## src/design/par_macros.svh

```systemverilog
`ifndef PAR_MACROS_SVH
`define PAR_MACROS_SVH

// Core count and datapath widths
`define N_CORE 4
`define GC_WIDTH 16
`define ACC_WIDTH 32

// Wishbone word addresses
`define REG_START 3'd0
`define REG_STRIDE 3'd1
`define REG_BOUND 3'd2
`define REG_CTRL 3'd3
`define REG_STATUS 3'd4
`define REG_RESULT 3'd5

`endif

```

## src/design/par_pkg.sv

```systemverilog
`include "par_macros.svh"

package par_pkg;

	// Wishbone classic request, master to slave
	typedef struct packed {
		logic cyc;
		logic stb;
		logic we;
		logic [2:0] adr;
		logic [`ACC_WIDTH-1:0] dat;
	} wb_req_t;

	// Wishbone classic response, slave to master
	typedef struct packed {
		logic [`ACC_WIDTH-1:0] dat;
		logic ack;
	} wb_rsp_t;

	// Loop description sent to dispatcher and cores at a fork
	typedef struct packed {
		logic signed [`GC_WIDTH-1:0] start;
		logic signed [`GC_WIDTH-1:0] stride;
		logic signed [`GC_WIDTH-1:0] bound;
	} fork_cmd_t;

	// Worker FSM
	typedef enum logic [1:0] {
		IDLE,
		CLAIM,
		WORK,
		ENDING
	} core_state_t;

	// Parent FSM
	typedef enum logic [1:0] {
		READY,
		RUN,
		REDUCE
	} ctrl_state_t;

endpackage

```

## src/design/fork_ctrl.sv

```systemverilog
`timescale 1ns/1ps
`include "par_macros.svh"

module fork_ctrl (
	input logic clk,
	input logic arst_n,
	input par_pkg::wb_req_t wb_req,
	output par_pkg::wb_rsp_t wb_rsp,
	output logic fork_go,
	output par_pkg::fork_cmd_t fork_cmd,
	input logic ending [`N_CORE],
	input logic [`ACC_WIDTH-1:0] partial [`N_CORE]
);

	par_pkg::ctrl_state_t state;
	logic signed [`GC_WIDTH-1:0] start_r;
	logic signed [`GC_WIDTH-1:0] stride_r;
	logic signed [`GC_WIDTH-1:0] bound_r;
	logic [`ACC_WIDTH-1:0] result;
	logic [`ACC_WIDTH-1:0] sum_partial;
	logic [`ACC_WIDTH-1:0] rdata;
	logic ack_q;
	logic wb_hit;
	logic wr_en;
	logic start_req;
	logic launch;
	logic done;
	logic busy;
	logic all_ending;

	function automatic logic [`ACC_WIDTH-1:0] sext(input logic [`GC_WIDTH-1:0] v);
		sext = {{(`ACC_WIDTH-`GC_WIDTH){v[`GC_WIDTH-1]}}, v};
	endfunction

	assign wb_hit = wb_req.cyc && wb_req.stb;
	assign wr_en = wb_rsp.ack && wb_req.we;
	assign start_req = wr_en && (wb_req.adr == `REG_CTRL) && wb_req.dat[0];
	// Only a nonzero stride actually forks
	assign launch = start_req && (state == par_pkg::READY) && (stride_r != '0);
	assign busy = (state != par_pkg::READY);

	always_comb begin
		all_ending = 1'b1;
		sum_partial = '0;
		for (int i = 0; i < `N_CORE; i++) begin
			all_ending = all_ending && ending[i];
			sum_partial = sum_partial + partial[i];
		end
	end

	always_comb begin
		case (wb_req.adr)
			`REG_START: rdata = sext(start_r);
			`REG_STRIDE: rdata = sext(stride_r);
			`REG_BOUND: rdata = sext(bound_r);
			`REG_STATUS: rdata = {{(`ACC_WIDTH-2){1'b0}}, done, busy};
			`REG_RESULT: rdata = result;
			default: rdata = '0;
		endcase
	end

	// Ack drops as soon as the master lets go
	assign wb_rsp.ack = ack_q && wb_hit;
	assign wb_rsp.dat = rdata;

	// Loop description frozen until the next fork
	always_ff @(posedge clk) begin
		if (launch) begin
			fork_cmd.start <= start_r;
			fork_cmd.stride <= stride_r;
			fork_cmd.bound <= bound_r;
		end
	end

	always_ff @(posedge clk or negedge arst_n) begin
		if (!arst_n) begin
			state <= par_pkg::READY;
			ack_q <= 1'b0;
			fork_go <= 1'b0;
			done <= 1'b0;
			result <= '0;
			start_r <= '0;
			stride_r <= '0;
			bound_r <= '0;
		end else begin
			ack_q <= wb_hit && !ack_q;
			fork_go <= launch;
			if (wr_en) begin
				case (wb_req.adr)
					`REG_START: start_r <= wb_req.dat[`GC_WIDTH-1:0];
					`REG_STRIDE: stride_r <= wb_req.dat[`GC_WIDTH-1:0];
					`REG_BOUND: bound_r <= wb_req.dat[`GC_WIDTH-1:0];
					default: ;
				endcase
			end
			case (state)
				par_pkg::READY: begin
					if (launch) begin
						done <= 1'b0;
						state <= par_pkg::RUN;
					end else if (start_req) begin
						// Empty loop, done at once
						done <= 1'b1;
						result <= '0;
					end
				end
				par_pkg::RUN: begin
					// First RUN cycle still sees the old ending bits
					if (!fork_go && all_ending) begin
						state <= par_pkg::REDUCE;
					end
				end
				par_pkg::REDUCE: begin
					result <= sum_partial;
					done <= 1'b1;
					state <= par_pkg::READY;
				end
				default: begin
					state <= par_pkg::READY;
				end
			endcase
		end
	end

	// Master holds its request steady until ack
	a_req_held: assert property (
		@(posedge clk) disable iff (!arst_n)
		(wb_hit && !wb_rsp.ack) |=> (wb_hit && $stable(wb_req))
	) else $error("fork_ctrl: Wishbone request dropped or changed before ack");

endmodule

```

## src/design/gc_dispatch.sv

```systemverilog
`timescale 1ns/1ps
`include "par_macros.svh"

module gc_dispatch (
	input logic clk,
	input logic arst_n,
	input logic fork_go,
	input par_pkg::fork_cmd_t fork_cmd,
	input logic claim [`N_CORE],
	output logic signed [`GC_WIDTH-1:0] index [`N_CORE]
);

	localparam int CNT_W = $clog2(`N_CORE + 1);

	logic signed [`GC_WIDTH-1:0] gc;
	logic signed [`GC_WIDTH-1:0] gd;
	logic [`N_CORE-1:0] claim_vec;
	// Counter plus k strides, k = 0 .. N_CORE
	logic signed [`GC_WIDTH-1:0] gc_plus [`N_CORE+1];
	// Number of claims from cores below i
	logic [CNT_W-1:0] prefix [`N_CORE+1];

	always_comb begin
		for (int i = 0; i < `N_CORE; i++) begin
			claim_vec[i] = claim[i];
		end
	end

	// Chained adders instead of multipliers
	always_comb begin
		gc_plus[0] = gc;
		for (int k = 0; k < `N_CORE; k++) begin
			gc_plus[k+1] = gc_plus[k] + gd;
		end
	end

	always_comb begin
		prefix[0] = '0;
		for (int i = 0; i < `N_CORE; i++) begin
			prefix[i+1] = prefix[i] + {{(CNT_W-1){1'b0}}, claim_vec[i]};
		end
	end

	// Grant in the claim cycle, distinct per claiming core
	always_comb begin
		for (int i = 0; i < `N_CORE; i++) begin
			index[i] = gc_plus[prefix[i]];
		end
	end

	always_ff @(posedge clk or negedge arst_n) begin
		if (!arst_n) begin
			gc <= '0;
			gd <= '0;
		end else if (fork_go) begin
			gc <= fork_cmd.start;
			gd <= fork_cmd.stride;
		end else begin
			// Advance by one stride per claim served
			gc <= gc_plus[prefix[`N_CORE]];
		end
	end

	// Cores must be idle or ending when the parent forks
	a_fork_no_claim: assert property (
		@(posedge clk) disable iff (!arst_n)
		fork_go |-> (claim_vec == '0)
	) else $error("gc_dispatch: claim during fork_go, claim=%b", claim_vec);

endmodule

```

## src/design/loop_core.sv

```systemverilog
`timescale 1ns/1ps
`include "par_macros.svh"

module loop_core (
	input logic clk,
	input logic arst_n,
	input logic fork_go,
	input par_pkg::fork_cmd_t fork_cmd,
	output logic claim,
	input logic signed [`GC_WIDTH-1:0] index,
	output logic ending,
	output logic [`ACC_WIDTH-1:0] partial
);

	par_pkg::core_state_t state;
	logic [1:0] wait_cnt;
	logic signed [`GC_WIDTH-1:0] cur_idx;
	logic signed [`ACC_WIDTH-1:0] square;
	logic in_range;

	assign claim = (state == par_pkg::CLAIM);
	assign ending = (state == par_pkg::ENDING);

	// Bound test follows the stride direction, zero stride is empty
	always_comb begin
		if (fork_cmd.stride[`GC_WIDTH-1]) begin
			in_range = $signed(index) > $signed(fork_cmd.bound);
		end else if (fork_cmd.stride != '0) begin
			in_range = $signed(index) < $signed(fork_cmd.bound);
		end else begin
			in_range = 1'b0;
		end
	end

	// Operands widen to 32 bits before the multiply
	assign square = cur_idx * cur_idx;

	// Index taken in the claim cycle
	always_ff @(posedge clk) begin
		if (claim) begin
			cur_idx <= index;
		end
	end

	always_ff @(posedge clk or negedge arst_n) begin
		if (!arst_n) begin
			state <= par_pkg::IDLE;
			wait_cnt <= '0;
			partial <= '0;
		end else begin
			case (state)
				par_pkg::IDLE, par_pkg::ENDING: begin
					if (fork_go) begin
						state <= par_pkg::CLAIM;
						partial <= '0;
					end
				end
				par_pkg::CLAIM: begin
					if (in_range) begin
						// Work time is low index bits plus one
						wait_cnt <= index[1:0];
						state <= par_pkg::WORK;
					end else begin
						state <= par_pkg::ENDING;
					end
				end
				par_pkg::WORK: begin
					if (wait_cnt == 2'd0) begin
						partial <= partial + square;
						state <= par_pkg::CLAIM;
					end else begin
						wait_cnt <= wait_cnt - 2'd1;
					end
				end
				default: begin
					state <= par_pkg::IDLE;
				end
			endcase
		end
	end

	// Parent forks only while the core is free
	a_fork_when_free: assert property (
		@(posedge clk) disable iff (!arst_n)
		fork_go |-> (state == par_pkg::IDLE || state == par_pkg::ENDING)
	) else $error("loop_core: fork_go while the core is still working");

endmodule

```

## src/design/par_loop_top.sv

```systemverilog
`timescale 1ns/1ps
`include "par_macros.svh"

module par_loop_top (
	input logic clk,
	input logic arst_n,
	input par_pkg::wb_req_t wb_req,
	output par_pkg::wb_rsp_t wb_rsp
);

	logic fork_go;
	par_pkg::fork_cmd_t fork_cmd;
	logic claim [`N_CORE];
	logic signed [`GC_WIDTH-1:0] index [`N_CORE];
	logic ending [`N_CORE];
	logic [`ACC_WIDTH-1:0] partial [`N_CORE];

	// Parent with the register block
	fork_ctrl u_fork_ctrl (
		.clk(clk),
		.arst_n(arst_n),
		.wb_req(wb_req),
		.wb_rsp(wb_rsp),
		.fork_go(fork_go),
		.fork_cmd(fork_cmd),
		.ending(ending),
		.partial(partial)
	);

	// Shared index counter
	gc_dispatch u_gc_dispatch (
		.clk(clk),
		.arst_n(arst_n),
		.fork_go(fork_go),
		.fork_cmd(fork_cmd),
		.claim(claim),
		.index(index)
	);

	// Workers, lower numbers win the lower indices in a shared cycle
	for (genvar i = 0; i < `N_CORE; i++) begin : g_core
		loop_core u_core (
			.clk(clk),
			.arst_n(arst_n),
			.fork_go(fork_go),
			.fork_cmd(fork_cmd),
			.claim(claim[i]),
			.index(index[i]),
			.ending(ending[i]),
			.partial(partial[i])
		);
	end

endmodule

```

## config.mk

```make
export PLATFORM = sky130hd
export DESIGN_NAME = par_loop_top
export DESIGN_NICKNAME = d
export VERILOG_FILES = /design/src/design/par_pkg.sv /design/src/design/fork_ctrl.sv /design/src/design/gc_dispatch.sv /design/src/design/loop_core.sv /design/src/design/par_loop_top.sv
export VERILOG_INCLUDE_DIRS = /design/src /design/src/design
export SDC_FILE = /design/constraint.sdc
export NUM_CORES = 2
export LEC_CHECK = 0
export BUFFER_PORTS_ARGS = -buffer_cell sky130_fd_sc_hd__buf_2
export CORE_MARGIN = 2
export CORE_UTILIZATION = 50
export DETAILED_ROUTE_END_ITERATION = 12
export PLACE_DENSITY = 0.67
export SYNTH_ARGS = -nofsm -noshare
export SYNTH_HDL_FRONTEND = slang
export SYNTH_SLANG_ARGS = --single-unit
export TNS_END_PERCENT = 5
```

## constraint.sdc

```tcl
create_clock -name clk -period 16.8 [get_ports clk]
set_clock_uncertainty 0.15 [all_clocks]
set_input_delay 0.84 -clock clk [delete_from_list [all_inputs] [get_ports clk]]
set_output_delay 0.84 -clock clk [all_outputs]
set_load 0.01 [all_outputs]
```

==> impl_results.md <==
* Max stage delay cell, worst path: nor3_1
* Starting Density at about 50%
* Slew Limit Fails at 0
* Prevailing post-synth register cell: dfrtp_1
* R2R Setup Slk at 7.68 ns
* Reg2reg path depth at 38
* Number of buffers created by CTS at 47
* Max Root-Sink Buffers at 3
* Worst Hold Class: in2async
* WL/cell at 20.78 um
* Crit end category: flip-flop
* Final net count at 7815
* Final wirelength at ~160 mm
* Crit path launch type: flip-flop
* CTS Hold Buffers Added at 0
* Post-route DRC violation count at 0
* Worst Tran Pin Value at 1.215 ns
* Status: completed
* Die footprint at 125700 um2
* Crit path max fanout at 6
* Grt total ovfl at 0
* Ratio of cells with drive above 1 in the final layout at about 6%
* Post-CTS Repair Setup Buffers at 0
* Biggest cell delay along the critical path at 0.50 ns
* Synthesized area at 61450 um2
* I/O pins at 73
* Port Buf Inserts at 56
* Critical path class: reg2reg
* R2r startpoint: u_gc_dispatch.gc[0]$_DFFE_PN0P_
* FILL cells at 10640
* Clk_lat worst skew at 0.65 ns
* Max Cap Viol at 0
* Synthesis-to-finish area growth at 6.243%
* Setup_tns at 0 ns
* Synth cell types at 97
* DP HPWL at 132.3 mm
* FP Rows at 128
* TritonCTS clock tree: yes
* DR iter-0 viols at between 2000 and 3000
* Avg Cell Area, Syn at 10.19 um2
* Syn Inst Count at ~6000
* Detail Route Antenna Nets at 0
* Power Total at 2.094 mW
* WP buf/inv at 1
* Seq cells post-synth at 373
* Required time of the critical path at 17.14 ns
* Leakage power total at 32.50 nW
* RSZ-0062 raised after global routing: no
* Arr. time, crit path at between 9 and 10 ns
* H-tree levels at 2
* First-pass GRT wire length at 257.2 mm
* Clock-pin slew on the worst setup and hold paths at 0.07 ns
* Post-CTS Resized at 0
* Power per standard cell area at 32.08 nW/um2
* Initial antenna violation count at 9
* Pin count of the biggest net entering global routing at 93
* Via density at 5.546
* Stages on worst setup path at 38
* Slew HR at between 15 and 20%
* Gp weighted congestion at 0.9197
* Clock sinks at 373
* Max frequency at approximately 110 MHz
* Post-Place Setup Slack at 7.998 ns
* Core area at 121900 um2
* Post-synthesis sequential area ratio at ~16%
* EDFF count, synth at 112
* Yosys warnings at 0
* VDD IR max at 0.06321 mV
* Post-Syn Nets at 7811
* Final Cycle Share at between 50% and 60%
* CTS Root Buffer Type: clkbuf_16
* Tot GR Track Use at 26.36%
* Die Span X at 354.6 um
* Fin. Hold Viols at 0
* Chip height at roughly 350 um
* Final worst slack at 7.682 ns
* Fin crit period at 9.118 ns
* Vias at 42690
* Cell family with most CP delay: compound AO/OA/AOI/OAI gates
* Async S/R FF share, synth at between 60% and 70%
* Number of global-route vias before repair at 45100
* Worst Setup SP: u_gc_dispatch.gc[0]$_DFFE_PN0P_
* Final Util at a little over half
* Endpoints failing setup at 0
* Total iterations of the first detailed-routing run at 5
[kinds of logic (layout without fill, tap and decap cells)]
logic type,count (synthesis),in the layout,share of synthesized area (%)
DFF,373,373,16.10
xor gates and xnor gates,248,248,3.590
and+or+nand+nor,1202,1202,9.354
muxes,152,152,3.233
buffers and inverters,1457,1496,8.924
AOI/OAI and AO/OA,859,859,9.407
adders and majority gates,1740,1740,49.39
other,0,2,0
[worst paths after layout]
| kind | endpoint |
|---|---|
| worst max-delay path | g_core[3].u_core.wait_cnt[0]$_DFFE_PN0P_ |
| worst min-delay path | g_core[1].u_core.partial[31]$_DFFE_PN0P_ |
| worst max register to register | g_core[3].u_core.wait_cnt[0]$_DFFE_PN0P_ |
| worst min register to register | u_fork_ctrl.ack_q$_DFF_PN0_ |
| max in group asynchronous | u_fork_ctrl.fork_go$_DFF_PN0_ |
| min in group clk | u_fork_ctrl.ack_q$_DFF_PN0_ |
[where the power goes]
part	total (mW)	internal, mW	switching, mW
clock network	1.09	0.641	0.447
registers	0.950	0.942	0.00779
logic	0.0558	0.0178	0.0381
total	2.09	1.60	0.493
[synthesized netlist by cell type (76+ instances only)]
cell | n | area, um2
inv_1 | 1297 | 4868
edfxtp_1 | 112 | 3363
mux2_2 | 82 | 923.4
dfrtp_1 | 261 | 6531
nor2_1 | 202 | 758.2
and2_1 | 219 | 1370
ha_1 | 597 | 7470
nand2_1 | 482 | 1809
fa_1 | 1143 | 22880
xor2_1 | 76 | 665.6
xnor2_1 | 169 | 1480
a21o_1 | 77 | 578.1
clkbuf_1 | 145 | 544.3
o21ai_0 | 198 | 991.0
a22o_1 | 82 | 718.2
a21oi_1 | 210 | 1051
[area by class of cell]
cell class	count	area, um2	area share [%]
Tap cell	1625	2033	3.114
Multi-Input combinational cell	4201	46090	70.60
Timing Repair Buffer	113	718.2	1.100
Inverter	1299	4876	7.468
Clock inverter	21	339.1	0.5194
Sequential cell	373	9896	15.16
Antenna cell	2	5.005	0.007666
Clock buffer	63	1328	2.033
[placed cells by master (no fill, tap or decap), types with 13 or more instances in the layout]
| cell | count |
|---|---|
| o21ai_0 | 198 |
| fa_1 | 1143 |
| edfxtp_1 | 112 |
| a21oi_1 | 210 |
| nand2_1 | 482 |
| clkbuf_16 | 48 |
| ha_1 | 597 |
| o31ai_1 | 15 |
| buf_2 | 55 |
| a211oi_1 | 21 |
| nor3_1 | 37 |
| buf_4 | 57 |
| or2_2 | 13 |
| nor4_1 | 14 |
| dfrtp_1 | 260 |
| o21ai_1 | 22 |
| inv_1 | 1296 |
| nor2_1 | 201 |
| o21a_1 | 34 |
| and2_1 | 220 |
| nand2b_1 | 55 |
| xor2_1 | 76 |
| and3_1 | 16 |
| nor2b_1 | 49 |
| o21bai_1 | 22 |
| mux2i_1 | 41 |
| mux2_2 | 82 |
| a31oi_1 | 17 |
| mux4_2 | 29 |
| a22oi_1 | 15 |
| a21o_1 | 77 |
| a22o_1 | 82 |
| xnor2_1 | 169 |
| o211ai_1 | 13 |
| nand4_1 | 23 |
| nand3_1 | 50 |
[metal layers]
metal	vias to the layer above	wire length [um]	global-route usage [%]	share of wire (%)
li1	19210	-	-	-
met5	-	0	0	0
met4	0	5384	7.475	3.4
met2	1316	75210	42.88	47
met3	259	9905	2.972	6.2
met1	21900	69440	37.53	43
[state kept, by name (all words and copies together) (netlist names)]
| signal | flops |
|---|---|
| u_fork_ctrl.result | 32 |
| u_fork_ctrl.state | 2 |
| u_gc_dispatch.gd | 16 |
| u_fork_ctrl.fork_cmd | 48 |
| u_fork_ctrl.stride_r | 16 |
| g_core.u_core.state | 8 |
| u_fork_ctrl.bound_r | 16 |
| u_fork_ctrl.ack_q | 1 |
| u_gc_dispatch.gc | 16 |
| g_core.u_core.cur_idx | 64 |
| u_fork_ctrl.done | 1 |
| u_fork_ctrl.start_r | 16 |
| g_core.u_core.partial | 128 |
| g_core.u_core.wait_cnt | 8 |
| u_fork_ctrl.fork_go | 1 |
[metrics by stage]
| stage | hold WS (ns) | cells | instance area (um2) |
|---|---|---|---|
| finish | 0.04606 | 7697 | 65290 |
| detailed placement | 0.2706 | 7611 | 63620 |
| global route | 0.1457 | 7695 | 65280 |
| CTS | 0.1211 | 7695 | 65280 |
| global placement | 0.2522 | 7611 | 63620 |
| floorplan | 0.2434 | 6031 | 61450 |
No activity file was read; power rests on OpenSTA's default activity.
